[src/common/disk_pkg.sv]
package disk_pkg;

	// ==============================
	// Sector buffer and drive slots
	// ==============================
	localparam int SECTOR_BYTES = 512;
	localparam int NUM_SLOTS    = 3;

	typedef logic [$clog2(SECTOR_BYTES)-1:0] sector_addr_t;
	typedef logic [31:0]                     lba_t;
	typedef logic [31:0]                     img_size_t;
	typedef logic [NUM_SLOTS-1:0]            slot_mask_t;
	typedef logic [31:0]                     ctrl_word_t;
	typedef logic [2:0]                      drive_num_t;

	// Controller opcodes
	typedef enum logic [2:0] {
		cmd_set_lba,
		cmd_write_byte,
		cmd_read_byte,
		cmd_rewind,
		cmd_block_read,
		cmd_block_write,
		cmd_read_status,
		cmd_read_size
	} disk_cmd_e;

	typedef enum logic [1:0] {
		seq_idle,
		seq_wait_ack,
		seq_wait_release
	} seq_state_e;

	// Status word layout
	localparam int STAT_IO_DONE  = 0;
	localparam int STAT_MOUNT    = 1;
	localparam int STAT_FILE_LO  = 2;
	localparam int STAT_FILE_HI  = 4;
	localparam int STAT_TYPE_LO  = 5;
	localparam int STAT_TYPE_HI  = 6;
	localparam int STAT_READONLY = 7;

endpackage

[src/disk/disk_ctrl_regs.sv]
`timescale 1ns/10ps

module disk_ctrl_regs (
	input  logic                 clk_sys,
	input  logic                 areset,
	input  logic                 cmd_valid,
	input  disk_pkg::disk_cmd_e  cmd_op,
	input  disk_pkg::drive_num_t cmd_drive,
	input  disk_pkg::ctrl_word_t cmd_data,
	output logic                 cmd_ready,
	output logic                 rd_valid,
	output disk_pkg::ctrl_word_t rd_data,
	output disk_pkg::lba_t       sd_lba,
	input  disk_pkg::slot_mask_t img_mounted,
	input  logic                 img_readonly,
	input  logic [1:0]           img_type,
	input  disk_pkg::img_size_t  img_size,
	output logic                 seq_start_rd,
	output logic                 seq_start_wr,
	output logic [1:0]           seq_slot,
	input  logic                 seq_busy,
	input  logic                 seq_done,
	output logic                 ptr_write,
	output logic                 ptr_read,
	output logic                 ptr_rewind,
	output logic [7:0]           wr_byte,
	input  logic [7:0]           rd_byte
);
	import disk_pkg::*;

	logic       accept;
	logic       is_read;
	logic       io_done;
	logic       mount_toggle;
	logic [2:0] file_no;
	logic [1:0] file_type;
	logic       read_only;
	img_size_t  file_size;
	slot_mask_t mounted_q;
	logic       any_mounted_q;
	logic       mount_rise;
	ctrl_word_t status_word;
	ctrl_word_t word_q;
	logic       byte_sel_q;

	// ==============================
	// Command decode
	// ==============================
	assign cmd_ready = ~seq_busy;
	assign accept    = cmd_valid & cmd_ready;
	assign is_read   = cmd_op inside {cmd_read_byte, cmd_read_status, cmd_read_size};

	// Drive 0, 1 and 4 land on slots 0, 1 and 2
	assign seq_slot     = {cmd_drive[2], cmd_drive[0]};
	assign seq_start_rd = accept && (cmd_op == cmd_block_read);
	assign seq_start_wr = accept && (cmd_op == cmd_block_write);
	assign ptr_write    = accept && (cmd_op == cmd_write_byte);
	assign ptr_read     = accept && (cmd_op == cmd_read_byte);
	assign ptr_rewind   = accept && (cmd_op == cmd_rewind);
	assign wr_byte      = cmd_data[7:0];

	always_ff @(posedge clk_sys) begin
		if (accept && (cmd_op == cmd_set_lba))
			sd_lba <= cmd_data;
	end

	// ==============================
	// io_done and mount tracking
	// ==============================
	assign mount_rise = (|mounted_q) & ~any_mounted_q;

	always_ff @(posedge clk_sys) begin
		if (areset) begin
			io_done       <= 1'b0;
			mount_toggle  <= 1'b0;
			mounted_q     <= '0;
			any_mounted_q <= 1'b0;
		end else begin
			mounted_q     <= img_mounted;
			any_mounted_q <= |mounted_q;
			if (seq_start_rd || seq_start_wr)
				io_done <= 1'b0;
			else if (seq_done)
				io_done <= 1'b1;
			if (mount_rise)
				mount_toggle <= ~mount_toggle;
		end
	end

	// Highest slot wins if several mount at once
	always_ff @(posedge clk_sys) begin
		if (mount_rise) begin
			if (mounted_q[0])
				file_no <= 3'd0;
			if (mounted_q[1])
				file_no <= 3'd1;
			if (mounted_q[2])
				file_no <= 3'd4;
			file_type <= img_type;
			read_only <= img_readonly | mounted_q[2];
			file_size <= img_size;
		end
	end

	always_comb begin
		status_word = '0;
		status_word[STAT_IO_DONE]              = io_done;
		status_word[STAT_MOUNT]                = mount_toggle;
		status_word[STAT_FILE_HI:STAT_FILE_LO] = file_no;
		status_word[STAT_TYPE_HI:STAT_TYPE_LO] = file_type;
		status_word[STAT_READONLY]             = read_only;
	end

	// ==============================
	// Read-back
	// ==============================
	always_ff @(posedge clk_sys) begin
		if (areset) begin
			rd_valid   <= 1'b0;
			byte_sel_q <= 1'b0;
		end else begin
			rd_valid   <= accept && is_read;
			byte_sel_q <= cmd_op == cmd_read_byte;
		end
	end

	// Status is captured at acceptance so it reflects that cycle
	always_ff @(posedge clk_sys) begin
		if (accept)
			word_q <= (cmd_op == cmd_read_size) ? file_size : status_word;
	end

	assign rd_data = byte_sel_q ? ctrl_word_t'(rd_byte) : word_q;

	a_rd_after_read: assert property (@(posedge clk_sys) disable iff (areset)
		rd_valid |-> $past(cmd_valid && cmd_ready &&
			(cmd_op inside {cmd_read_byte, cmd_read_status, cmd_read_size})));

endmodule

[config.mk]
export PLATFORM = sky130hd
export DESIGN_NAME = disk_ctrl_regs
export DESIGN_NICKNAME = d
export VERILOG_FILES = /design/src/common/disk_pkg.sv /design/src/disk/disk_ctrl_regs.sv
export SDC_FILE = /design/constraint.sdc
export NUM_CORES = 1
export LEC_CHECK = 0
export ABC_CLOCK_PERIOD_IN_PS = 9300
export BUFFER_PORTS_ARGS = -buffer_cell sky130_fd_sc_hd__buf_2
export CORE_ASPECT_RATIO = 1.2
export CORE_MARGIN = 5
export CORE_UTILIZATION = 53
export CTS_BUF_LIST = sky130_fd_sc_hd__clkbuf_4 sky130_fd_sc_hd__clkbuf_8
export CTS_CLUSTER_DIAMETER = 30
export CTS_CLUSTER_SIZE = 30
export DETAILED_ROUTE_END_ITERATION = 12
export PLACE_DENSITY = 0.88
export SKIP_LAST_GASP = 1
export SYNTH_ARGS = -nofsm -noshare
export SYNTH_HDL_FRONTEND = slang
export SYNTH_SLANG_ARGS = --single-unit
[constraint.sdc]
create_clock -name clk_sys -period 9.3 [get_ports clk_sys]
set_clock_uncertainty 0.2 [all_clocks]
set_input_delay 1.395 -clock clk_sys [delete_from_list [all_inputs] [get_ports clk_sys]]
set_output_delay 1.395 -clock clk_sys [all_outputs]
set_load 0.01 [all_outputs]
* Yosys cells after proc, flatten, opt, wreduce, memory -nomap -nowiden *
Cells that the tools add are included.

operators by class
  equal/unequal tests = 7
  bitwise logic cells = 6
  reduce and logical (&&, ||, !) cells = 14
  multiplexer cells = 4

operators with widths
  kind                  number
  $mux W32              1
  $eq A3 B3 Y1 const B  4
  $mux W8               1
  $logic_and A1 B1 Y1   7
  $eq A3 B2 Y1 const B  2
  $mux W3               2
  $reduce_bool A3 Y1    2
  $eq A3 B1 Y1 const B  1
  $logic_not A3 Y1      1
  $not A1 Y1            3
  $reduce_or A3 Y1      1
  $and A1 B1 Y1         2
  $reduce_and A2 Y1     1
  $reduce_or A2 Y1      1
  $logic_or A1 B1 Y1    1
  $or A1 B1 Y1          1

word-level totals
  register bits = 109
  output and inout bits = 81
  bits of input ports = 89

* Depth between registers and ports, before layout *
Gate-level depths: netlist of the first run.

  depth after elaboration = 5
  gate-level depth with buffers = 4

* Least setup slack after synthesis of the first run *
OpenSTA, ideal clock, no wires.

  kind = input to register
  start = input port seq_busy
  end = register sd_lba[0], enable pin
  slack = 3273 ps
  stages on the path = 3
  setup time = 461 ps
  required time = 8639 ps
  arrival time = 5366 ps
  path buffers = 0
  cell sequence = nor2b_1 -> nand2b_1 -> nor3_1

on the way
  word-level cells in the longest chain between the ends = 3

ends and longest elaborated chain
  item                    line                  RTL
  start: declaration      disk_ctrl_regs.sv:21  input logic seq_busy,
  $not A1 Y1              disk_ctrl_regs.sv:49  assign cmd_ready = ~seq_busy;
  $and A1 B1 Y1           disk_ctrl_regs.sv:50  assign accept = cmd_valid & cmd_ready;
  $logic_and A1 B1 Y1     disk_ctrl_regs.sv:63  if (accept && (cmd_op == cmd_set_lba))
  end signal: assignment  disk_ctrl_regs.sv:64  sd_lba <= cmd_data;
  end: declaration        disk_ctrl_regs.sv:13  output disk_pkg::lba_t sd_lba,

No other way between the ends.
A chain may end at the register's enable or synchronous reset.

* Final worst setup path of the first run *
  start = input port seq_busy
  end = output port ptr_read

on the way
  word-level cells in the longest chain between the ends = 3

ends and longest elaborated chain
  item                 line                  RTL
  $not A1 Y1           disk_ctrl_regs.sv:49
  $and A1 B1 Y1        disk_ctrl_regs.sv:50
  via accept           disk_ctrl_regs.sv:31  logic accept;
  $logic_and A1 B1 Y1  disk_ctrl_regs.sv:58  assign ptr_read = accept && (cmd_op == cmd_read_byte);
  end: declaration     disk_ctrl_regs.sv:24  output logic ptr_read,

The timed path passes the listed nets, and every way through them passes these cells.

==> results of run 1 <==
## cells by family (layout without fill, tap and decap cells)
group           after synthesis  after routing  synth area share [%]
other cells                   0              1                     0
flops                       109            109                  80.4
buf+inv                      18            182                  3.21
simple gates                 74             74                  11.2
compound gates                3              3                 0.441
mux                          15             15                  4.73
## cell type report
class                   count  area (um2)  area share, %
inverters                   1        3.75         0.0753
diodes                      1        2.50         0.0502
clock inverters             7        51.3           1.03
flip-flops and latches    109        3190           64.0
multi-input cells          92         671           13.5
clock buffers               9         124           2.48
well taps                  90         113           2.26
repair buffers            165         828           16.6
## cell usage after synthesis (2+ instances only)
master	n
nand2_1	2
mux2_4	5
nor2_1	6
clkbuf_1	2
and2_1	25
dfxtp_1	8
nor3b_1	2
edfxtp_1	101
clkbuf_2	2
mux2_2	10
buf_4	10
and3_1	2
nor2b_1	29
nor3_1	3
## metrics by stage
step,util (%),hold WS (ns),worst slack [ns],std cells
floorplan,-,0.245,3.27,219
global placement,66.1,0.268,4.96,457
detailed placement,66.1,0.270,4.91,457
CTS,68.5,0.294,4.91,473
global route,68.5,0.320,4.78,474
finish,68.5,0.299,4.95,474
## final timing paths
| path | end | slack (ns) | depth (start not counted) |
|---|---|---|---|
| hold / removal | file_no[2] | 0.30 | 0 |
| hold reg to reg | file_no[2] | 0.30 | 0 |
| setup reg to reg | file_size[26] | 7.45 | 2 |
| setup / recovery | ptr_read | 4.95 | 5 |
## flip-flops by register name, indices dropped and copies added, names as in the netlist
signal         cells
file_size         32
read_only          1
any_mounted_q      1
file_type          2
io_done            1
word_q            32
mounted_q          3
byte_sel_q         1
mount_toggle       1
sd_lba            32
file_no            2
rd_valid           1
## power groups by stage
stage	logic, W	clock network, W	registers, W
3_3_place_gp	0.0000619	0	0.000579
3_5_place_dp	0.0000646	0	0.000580
6_report	0.0000636	0.000253	0.000568
2_1_floorplan	0.0000327	0	0.000579
4_1_cts	0.0000649	0.000259	0.000569
5_1_grt	0.0000700	0.000281	0.000571
## per-layer routing
| layer | track usage, % | up-vias | share of wire, % |
|---|---|---|---|
| met5 | 0 | - | 0.094 |
| met4 | 6.70 | 2 | 1.7 |
| met3 | 7.72 | 12 | 11 |
| met2 | 30.1 | 98 | 55 |
| met1 | 15.6 | 1025 | 32 |
| li1 | - | 1098 | - |
==> results.md, run 1 <==
Timing:
- The maximum clock frequency is 230 MHz.
- The slew at the pin closest to its max-slew limit is 1.06 ns.
- The number of hold violations in the final report is 0.
- The worst relative slew slack is 29.1%.
- Setup repair after global routing left no endpoint under its margin.
- The setup TNS after final layout is 0 ns.
- The clock period minus worst slack is 4.35 ns.
- Setup violations remaining at the end of the flow were counted as 0.
- The portion of the clock cycle consumed by the worst path in the final layout is 46.8%.
- The number of pins with negative max-slew slack in the final report is 0.

Synth:
- After synthesis, the cell types taking the most area are edfxtp_1 76%, nor2b_1 4.6%, dfxtp_1 4.0%.
- The number of flops mapped to enable cells by yosys is 101.
- The count of cell types in the netlist is 26.
- The synthesized design contains 109 register bits.
- The synthesized cell area is 3970 um2.
- For this run, the register share of the synthesized area comes to 80.4%.
- Of all cell types, the one taking the most synthesized area is edfxtp_1.
- A synthesized cell averages 18.1 um2.
- Synthesis produced a netlist with a net count of 308.
- The most instantiated flip-flop cell in the synthesis netlist is edfxtp_1.
- The cell count after synthesis came out at 219.
- The fraction of registers with async set or reset after synthesis is 0%.
- The fraction of synthesized cell area taken by the top area cell type is 76.4%.
- The total number of yosys warnings is 0.

Cells and area:
- The final instance area is 4990 um2.
- The most frequent standard cell in the layout excluding fill and tap cells is buf_2.
- The fraction of layout cells with a size suffix above 1 is 52.2%.
- The area growth from synthesis to layout is 25.6%.
- After filler insertion, the fill cell instance count of the layout stands at 510.
- At the end of the flow, the number of nets in the layout was 467.
- The top cell types in the final layout, fill and taps aside, are 164 x buf_2, 101 x edfxtp_1, 28 x nor2b_1.

Flow run:
- Max-cap violations in this run came to 0.

Die:
- The die covers 9330 um2.
- The I/O pin total is 170.
- The x dimension of the die is 89.0 um.
- The starting density of the core is 54.6%.
- The die is 105 um tall.
- The total area inside the core boundary comes to 7270 um2.
- Row generation in the floorplan step produced 34 rows.

Route:
- The count of nets left with antenna violations once routing finished came out at 0.
- The DRC marker count from the first detailed-route iteration is 137.
- The length of the first detailed-routing pass in iterations is 4.
- The remaining design rule violation count is 0.
- In the routed layout, each cell is associated on average with a via count of 4.72.
- The routed wire length is 7.43 mm.
- Dividing the detail-routed wire length by the instance count gives 15.7 um.
- The routed layout has 2235 vias.

Clocking:
- The cell chosen for the clock root is clkbuf_8.
- Buffers inserted during clock tree synthesis total 9.
- The buffers inserted during post-CTS setup optimization is 0.
- The TritonCTS sink count is 109.
- The maximum count of clock buffers along a single path is 2.
- The insertion delay of the later-clocked pin in the worst-skew pair is 0.36 ns.
- Gates resized during post-CTS repair numbered 0.
- The CTS tree is done.
- The clock tree synthesis step divided the H-tree into 3 levels.
- The hold-fix buffer count after cts is 0.
- Clock-pin slew was measured on the worst setup and hold paths at 0.10 ns.

Power:
- Sequential cells burn 64.2% of the power.
- The combinational group share of total power is 7.2%.
- After layout, the design draws a total of 0.000885 W.
- The analysis attributes to net switching a power of 0.000194 W.
- Cell internal power was estimated by the tool at 0.000691 W.
- The total power density per cell area is 178 nW/um2.
- In this run switching power makes up 21.9% of total power.
- The share of total power dissipated in the clock network is 28.6%.
- In this run the static leakage power is 2.08 nW.
- VDD sags by at most 0.121 mV.

Critical path:
- Walking the worst path, the cells encountered are buf_2 > nor2b_4 > nand2_1 > nor3_1 > buf_2.
- The number of buffers and inverters on the critical path is 2.
- The cell family contributing the most delay on the critical path is simple AND/OR/NAND/NOR gates.
- The worst setup path is launched from an input port.
- The worst-path cell with the longest stage delay is nor2b_4.
- For the worst setup path, the data arrival time is 2.76 ns.
- The startpoint of the most critical register-to-register path is mounted_q[2].
- The most critical setup path has its startpoint at seq_busy.
- The worst endpoint required time is 7.71 ns.
- STA classifies the critical path endpoint as an output pin.
- The critical path in this run is classified as input port to output pin.
- For this run, the slowest stage of the critical path takes 0.68 ns.
- The most frequent cell on the critical path is buf_2.
- The highest net fanout along the worst path is 34.

Place:
- The congestion estimate from routability-driven global placement came to 0.781.
- Once placement finished, the instance area stood at 4810 um2.
- During placement, the flow inserted port buffers numbering 164.
- The detailed placer's ending HPWL is 5.70 mm.

Global route:
- The first global-routing pass estimated 11.4 mm of wire.
- The overall global routing resource usage is 16.6%.
- The via count of the first global-routing pass is 2397.
- The number of antenna violations at the first check in global routing came to 2.
- The pin count of the biggest net entering global routing is 38.
- The total congestion overflow is 0.

Run status:
- The run finished with clean final reports.

Worst hold path:
- The path class of the tightest hold or removal check is register to register.
- The startpoint identified for the worst hold timing path is mounted_q[2].
Note: power is estimated with default switching activity, not from simulation.
==> run 2, diff against run 1 <==
--- a/config.mk
+++ b/config.mk
@@ -5,16 +5,17 @@
 export SDC_FILE = /design/constraint.sdc
 export NUM_CORES = 1
 export LEC_CHECK = 0
-export ABC_CLOCK_PERIOD_IN_PS = 9300
+export ABC_AREA = 1
+export ABC_CLOCK_PERIOD_IN_PS = 4150
 export BUFFER_PORTS_ARGS = -buffer_cell sky130_fd_sc_hd__buf_2
 export CORE_ASPECT_RATIO = 1.2
 export CORE_MARGIN = 5
-export CORE_UTILIZATION = 53
+export CORE_UTILIZATION = 50
 export CTS_BUF_LIST = sky130_fd_sc_hd__clkbuf_4 sky130_fd_sc_hd__clkbuf_8
 export CTS_CLUSTER_DIAMETER = 30
 export CTS_CLUSTER_SIZE = 30
 export DETAILED_ROUTE_END_ITERATION = 12
-export PLACE_DENSITY = 0.88
+export PLACE_DENSITY = 0.83
 export SKIP_LAST_GASP = 1
 export SYNTH_ARGS = -nofsm -noshare
 export SYNTH_HDL_FRONTEND = slang
==> constraint.sdc (replaced) <==
create_clock -name clk_sys -period 4.15 [get_ports clk_sys]
set_clock_uncertainty 0.2 [all_clocks]
set_input_delay 0.6225 -clock clk_sys [delete_from_list [all_inputs] [get_ports clk_sys]]
set_output_delay 0.6225 -clock clk_sys [all_outputs]
set_load 0.01 [all_outputs]
==> run 2 against run 1 <==
  * Routed wire length grew 5.2%
  * Critical endpoint is now rd_data[3]
  * Die area grew 9.0%
  * Total power rose by 120%
  * Synthesized cell count increased by 36%
  * Worst setup slack got worse by 3.6 ns
  * Via count grew 13%
  * Synthesized area rose by 3.9%
  * First-iteration DRC count down 35%
  * Clock power up 110%
  * Combinational power grew to 2.5 times the previous value
  * Non-clock buffer count up 2
==> results.md, run 2 <==
Run status:
- The run finished with clean final reports.

Synth:
- The count of cell types in the netlist is 17 (-35%).
- The synthesized instance count is 298 (+36%).
- The net count after synthesis is 387 (+26%).
- The sequential cell area fraction in the yosys report is 77.4% (-3.0 points).
- The synthesized cell area is 4130 um2 (+3.9%).
- The most instantiated flip-flop cell in the synthesis netlist is edfxtp_1.
- The number of register bits inferred by synthesis is 109 (unchanged).
- The number of flops mapped to enable cells by yosys is 101 (unchanged).
- The most common cell in the synthesized netlist is edfxtp_1.
- The total number of yosys warnings is 0 (unchanged).
- The fraction of synthesized cell area taken by the top area cell type was 73.5% (-2.8 points).
- The mean post-synth cell area is 13.8 um2 (-24%).
- The fraction of registers with async set or reset after synthesis came to 0% (unchanged).
- The cell type with the largest total area after synthesis is edfxtp_1.
- Sorting the synthesized cells by area gives the leading types as edfxtp_1 74%, inv_1 6.3%, nor2_1 5.6%.
- Ranked by instance count, the synthesized netlist is headed by 101 x edfxtp_1, 69 x inv_1, 61 x nor2_1.

Die:
- The standard-cell row count is 36 (+5.9%).
- The height of the die is 110 um (+4.5%).
- The total core area is 8110 um2 (+11%).
- The x dimension of the die came to 92.9 um (+4.4%).
- The starting density of the core is 50.9% (-3.7 points).
- The area enclosed by the die boundary is 10200 um2 (+9.0%).
- The I/O pin total is 170 (unchanged).

Global route:
- The wire length of the first global-routing pass was 12.2 mm (+7.3%).
- The total congestion overflow is 0 (unchanged).
- The overall global routing resource usage is 16.0% (-0.64 points).
- The number of antenna violations at the first check in global routing is 1 (-1).
- The via count of the first global-routing pass came to 2590 (+8.1%).
- The pin count of the biggest net entering global routing is 41 (+7.9%).

Critical path:
- The worst endpoint required time is 3.33 ns (-4.38 ns).
- The highest net fanout along the worst path was 32 (-5.9%).
- The worst register-to-register path begins at mounted_q[2].
- The worst setup path is captured at an output pin.
- The arrival time at the worst endpoint came to 2.03 ns (-0.73 ns).
- The cell depth of the worst flop-to-flop path is 3 (+1).
- The critical path in this run is classified as register to output pin.
- STA classifies the critical path startpoint as a register.
- The worst reg-to-reg setup slack is 2.25 ns (-5.20 ns).
- The worst register-to-register path ends at file_no[2].

Flow run:
- The number of maximum-capacitance constraint violations is 0 (unchanged).

Clocking:
- The CTS tree is done.
- The buffers inserted during post-CTS setup optimization is 0 (unchanged).
- The clock-pin slew reported for the worst setup and hold paths after clock tree synthesis is 0.09 ns (about the same).
- The H-tree depth came to 3 (unchanged).
- The hold-fix buffer count after cts is 0 (unchanged).
- The insertion delay of the later-clocked pin in the worst-skew pair is 0.35 ns (about the same).
- Clock tree synthesis selected as its root buffer the cell clkbuf_8.
- The number of buffers created by CTS is 9 (unchanged).
- The TritonCTS sink count is 109 (unchanged).
- The maximum count of clock buffers along a single path was 2 (unchanged).
- The quantity of gates resized following cts is 0 (unchanged).

Timing:
- The setup TNS after final layout is 0 ns (unchanged).
- Of the available clock period, the critical path in the final layout requires 68.7%.
- The count of endpoints failing setup in the final report is 0 (unchanged).
- The worst relative slew slack came to 20.8% (-8.3 points).
- The smallest clock period supported by the final layout is computed as 2.85 ns.
- The number of hold violations in the final report is 0 (unchanged).
- The maximum clock frequency is 351 MHz.
- The slew at the pin closest to its max-slew limit is 1.19 ns (+0.125 ns).
- Setup repair after global routing left no endpoint under its margin.
- The number of pins with negative max-slew slack in the final report is 0 (unchanged).

Worst hold path:
- The path with the worst hold slack has its endpoint at file_size[21].
- The kind of path behind the tightest hold check is input port to register.
- The hold-critical path depth is 1 (+1).
- The launch instance of the worst min-delay path is img_size[21].

Power:
- The leakage power total is 2.39 nW (+15%).
- The total power of the final layout is 0.00196 W (+120%).
- The total power density per cell area came to 382 nW/um2 (+120%).
- The peak ir drop on the vdd network is 0.248 mV (+100%).

Cells and area:
- The net count reported at finish is 548 (+17%).
- The diode insertion count for antenna repair is 0 (-1).
- The non-filler instance count after layout is 556 (+17%).
- The fraction of layout cells with a size suffix above 1 is 43.4% (-8.8 points).
- The area growth from synthesis to layout is 23.9%.
- In the final layout, the registers with the most flip-flops are file_size x32, sd_lba x32, word_q x32.
- The top cell types in the final layout, fill and taps aside, are 164 x buf_2, 101 x edfxtp_1, 69 x inv_1.
- The most frequent standard cell in the layout excluding fill and tap cells is buf_2.

Route:
- The routed wirelength normalized by instance count is 14.1 um (-10%).
- The remaining design rule violation count came to 0 (unchanged).
- The via count of the routed design is 2536 (+13%).
- The routed wire length is 7.82 mm (+5.2%).
- The number of antenna-violating nets in the routed design is 0 (unchanged).
- The via density per instance is 4.56 (-3.3%).
- The DRC marker count from the first detailed-route iteration was 89 (-35%).
- The length of the first detailed-routing pass in iterations came to 4 (unchanged).

Place:
- The number of instances in the placed design is 543 (+19%).
- The final estimated routing congestion in global placement came to 0.843 (+8.0%).
- The number of buffers added on ports is 164 (unchanged).
- The detailed placer's ending HPWL is 5.90 mm (+3.6%).
==> run 2: cells by family (layout without fill, tap and decap cells) <==
family          Yosys count  count (layout)  share of synthesized area, %
mux                       8               8                          2.37
buf+inv                  86             249                          9.83
compound gates           11              11                          2.06
simple gates             84              84                          8.34
flops                   109             109                          77.4
==> run 2: how the worst max path moves through the flow <==
stage / startpoint / end / slack [ns] / cells past startpoint
2_1_floorplan: seq_busy / sd_lba[0] / 0.48 / 5
3_3_place_gp: seq_busy / ptr_rewind / 1.44 / 8
3_5_place_dp: seq_busy / ptr_rewind / 1.37 / 8
4_1_cts: byte_sel_q / rd_data[3] / 1.24 / 2
5_1_grt: byte_sel_q / rd_data[5] / 1.13 / 2
6_report: byte_sel_q / rd_data[3] / 1.30 / 2
==> run 2: where the power goes <==
| part | total [W] | internal [W] | switching, W |
|---|---|---|---|
| logic | 0.000160 | 0.0000685 | 0.0000915 |
| clock network | 0.000519 | 0.000212 | 0.000307 |
| registers | 0.00128 | 0.00126 | 0.0000164 |
==> run 2: metrics by stage <==
stage	utilization (%)	area [um2]	setup WS, ns	hold slack (ns)
2_1_floorplan	-	4130	0.482	0.246
3_3_place_gp	61.2	4960	1.44	0.263
3_5_place_dp	61.2	4960	1.37	0.274
4_1_cts	63.0	5110	1.24	0.220
5_1_grt	63.0	5110	1.13	0.205
6_report	63.0	5110	1.30	0.244
==> run 2: cell type report <==
cell class | count | area, um2
multi-input combinational | 103 | 549
inverter | 69 | 259
sequential | 109 | 3190
fill | 661 | 3000
timing repair buffer | 167 | 843
clock buffer | 10 | 131
tap | 95 | 119
clock inverter | 3 | 16.3
==> run 2: critical path, cell delays in order, from the launching register on <==
cell and delay (ns):
dfxtp_1 1.11, mux2_2 0.42, buf_2 0.14
==> run 2: layer usage <==
layer | GRT usage [%] | wire length, um | vias up
met2 | 27.9 | 4160 | 113
met4 | 6.91 | 155 | 2
met5 | 0 | 7 | -
met3 | 6.78 | 787 | 17
met1 | 16.9 | 2700 | 1140
li1 | - | - | 1264
==> run 3, diff against run 2 <==
--- a/config.mk
+++ b/config.mk
@@ -5,17 +5,17 @@
 export SDC_FILE = /design/constraint.sdc
 export NUM_CORES = 1
 export LEC_CHECK = 0
-export ABC_AREA = 1
-export ABC_CLOCK_PERIOD_IN_PS = 4150
+export ABC_AREA = 0
+export ABC_CLOCK_PERIOD_IN_PS = 2300
 export BUFFER_PORTS_ARGS = -buffer_cell sky130_fd_sc_hd__buf_2
 export CORE_ASPECT_RATIO = 1.2
 export CORE_MARGIN = 5
-export CORE_UTILIZATION = 50
+export CORE_UTILIZATION = 44
 export CTS_BUF_LIST = sky130_fd_sc_hd__clkbuf_4 sky130_fd_sc_hd__clkbuf_8
 export CTS_CLUSTER_DIAMETER = 30
 export CTS_CLUSTER_SIZE = 30
 export DETAILED_ROUTE_END_ITERATION = 12
-export PLACE_DENSITY = 0.83
+export PLACE_DENSITY = 0.78
 export SKIP_LAST_GASP = 1
 export SYNTH_ARGS = -nofsm -noshare
 export SYNTH_HDL_FRONTEND = slang
==> constraint.sdc (replaced) <==
create_clock -name clk_sys -period 2.3 [get_ports clk_sys]
set_clock_uncertainty 0.2 [all_clocks]
set_input_delay 0.345 -clock clk_sys [delete_from_list [all_inputs] [get_ports clk_sys]]
set_output_delay 0.345 -clock clk_sys [all_outputs]
set_load 0.01 [all_outputs]
==> run 3 against run 2 <==
  * Cell count grew 3.6%
  * Critical endpoint is now rd_data[23]
  * Sequential power rose by 79%
  * Total power rose by 91%
  * Worst hold slack got worse by 0.20 ns
  * Non-clock buffer count up 71
  * First-iteration DRC count grew 47%
  * Sequential cell count unchanged
  * Largest cell class unchanged
  * Register-to-register slack got worse by 1.6 ns
==> results.md, run 3 (synthesis results as in run 1) <==
Global route:
- The via count of the first global-routing pass was 2809 (+8.5%).
- The overall global routing resource usage is 16.9% (+0.98 points).
- The total congestion overflow came to 0 (unchanged).
- The number of antenna violations at the first check in global routing is 1 (unchanged).
- The wire length of the first global-routing pass is 14.2 mm (+16%).
- The pin count of the biggest net entering global routing came to 38 (-7.3%).

Timing:
- The slew at the pin closest to its max-slew limit is 0.583 ns (-0.604 ns).
- The worst relative slew slack is 61.2% (+40 points).
- The maximum clock frequency is 468 MHz.
- The portion of the clock cycle consumed by the worst path in the final layout is 92.9%.
- The number of pins with negative max-slew slack in the final report is 0 (unchanged).
- The count of endpoints failing setup in the final report is 0 (unchanged).
- The post-layout worst setup margin is 0.162 ns (-1.14 ns).
- The setup TNS after final layout is 0 ns (unchanged).
- The number of hold violations in the final report is 0 (unchanged).
- The worst path needs 2.14 ns of the cycle, external delays included.
- Setup repair after global routing left no endpoint under its margin.

Place:
- The detailed placer's ending HPWL came to 5.70 mm (-3.5%).
- The number of buffers added on ports is 164 (unchanged).
- The setup slack at placement is 0.342 ns (-1.03 ns).
- The final estimated routing congestion in global placement is 0.748 (-11%).
- The number of instances in the placed design was 491 (-9.6%).

Run status:
- The flow ran to the end, and the final reports show no timing, DRC or antenna violations.

Route:
- The number of antenna-violating nets in the routed design is 0 (unchanged).
- The routed length on met3 came to 1.08 mm (+37%).
- The sum of routed wire segments on met1 came to 3.26 mm (+21%).
- The remaining design rule violation count is 0 (unchanged).
- The via count of the routed design is 2577 (+1.6%).
- The routed length on met2 is 4.53 mm (+8.8%).
- The routed wirelength normalized by instance count is 15.6 um (+11%).
- The length of the first detailed-routing pass in iterations is 4 (unchanged).
- The via density per instance is 4.47 (-1.9%).
- The DRC marker count from the first detailed-route iteration was 131 (+47%).
- The routed wire length was 9.01 mm (+15%).
- The highest layer touched by signal routing is met4.

Critical path:
- Traced cell by cell, the critical path runs through buf_4 > nor2b_1 > buf_2.
- The worst-path cell with the longest stage delay is dfxtp_1.
- The cell family contributing the most delay on the critical path is flip-flops.
- STA classifies the critical path startpoint as a register.
- The critical path is of the register to output pin type.
- The buffers plus inverters on the worst setup path is 2 (+1).
- The highest net fanout along the worst path is 21 (-34%).
- The worst endpoint required time came to 1.75 ns (-1.58 ns).
- The worst reg-to-reg setup slack came to 0.68 ns (-1.57 ns).
- The sort of element at the end of the critical path is an output pin.
- The arrival time at the worst endpoint came to 1.59 ns (-0.44 ns).
- The delay of the slowest cell on the worst path is 0.66 ns (-0.45 ns).

Cells and area:
- The net count reported at finish was 540 (-1.5%).
- The fraction of layout cells with a size suffix above 1 was 44.4% (+1.0 points).
- The area growth from synthesis to layout is 45.2%.
- The non-filler instance count after layout was 576 (+3.6%).
- In the final layout, the registers with the most flip-flops are file_size x32, sd_lba x32, word_q x32.
- The filler cell count is 659 (-0.30%).
- In the layout the commonest cells are 164 x buf_2, 101 x edfxtp_1, 69 x dlygate4sd3_1.
- The library cell used most frequently in the layout, excluding fill and tap cells, is buf_2.

Worst hold path:
- The tightest min-delay check is of the input port to register type.

Clocking:
- The clock-pin slew reported for the worst setup and hold paths after clock tree synthesis is 0.10 ns (about the same).
- The CTS tree is done.
- The insertion delay of the later-clocked pin in the worst-skew pair came to 0.36 ns (about the same).
- The H-tree depth is 3 (unchanged).
- The cell chosen for the clock root is clkbuf_8.
- The TritonCTS sink count was 109 (unchanged).
- The number of buffers created by CTS is 9 (unchanged).
- The maximum count of clock buffers along a single path is 2 (unchanged).

Die:
- The height of the die is 114 um (+4.2%).
- The I/O pin total is 170 (unchanged).
- The starting density of the core came to 44.4% (-6.5 points).
- The x dimension of the die is 96.7 um (+4.1%).
- The total core area was 8940 um2 (+10%).
- The area enclosed by the die boundary is 11000 um2 (+8.4%).
- The standard-cell row count is 38 (+5.6%).

Power:
- The total power density per cell area is 649 nW/um2 (+70%).
- The total power of the final layout is 0.00374 W (+91%).
- The peak ir drop on the vdd network is 0.401 mV (+62%).
- The leakage power total is 2.40 nW (+0.59%).

Flow run:
- The number of maximum-capacitance constraint violations is 0 (unchanged).
## run 3: repair_timing
action / CTS / global route
endpoints found under the hold margin: 69 / 0
buffers inserted: 0 / 0
hold buffers: 69 / 0
gates resized for setup: 0 / 0
## run 3: routing by layer
metal	global-route usage (%)	vias up
li1	-	1240
met1	18.0	1185
met2	29.3	142
met3	7.80	10
met4	7.02	0
met5	0	-
## run 3: final cells by class
type                            count  area, um2  share of cell area [%]
Antenna cell                        1       2.50                  0.0434
Multi-Input combinational cell     92        684                    11.9
Tap cell                          120        150                    2.60
Clock buffer                       10        131                    2.28
Clock inverter                      5       52.6                   0.911
Timing Repair Buffer              238       1550                    26.9
Sequential cell                   109       3190                    55.4
Inverter                            1       3.75                  0.0651
## run 3: path summary, 6_finish.rpt
check / start / endpoint / cells past startpoint
min reg2reg: mounted_q[2] / file_no[2] / 0
max: byte_sel_q / rd_data[23] / 3
min: areset / mount_toggle / 2
max reg2reg: mounted_q[1] / file_size[9] / 3
## run 3: per-stage QoR
step | instance area [um2] | hold WS, ns | utilization [%]
after floorplan | 4000 | 0.214 | -
after global placement | 4890 | 0.258 | 54.7
after detailed placement | 4890 | 0.269 | 54.7
after CTS | 5760 | 0.0258 | 64.5
after global routing | 5770 | 0.0423 | 64.5
final | 5770 | 0.0483 | 64.5
## run 3: where the power goes
part           switching [W]  internal, W
combinational       0.000159     0.000208
clock               0.000578     0.000503
sequential         0.0000242      0.00227
total               0.000762      0.00298
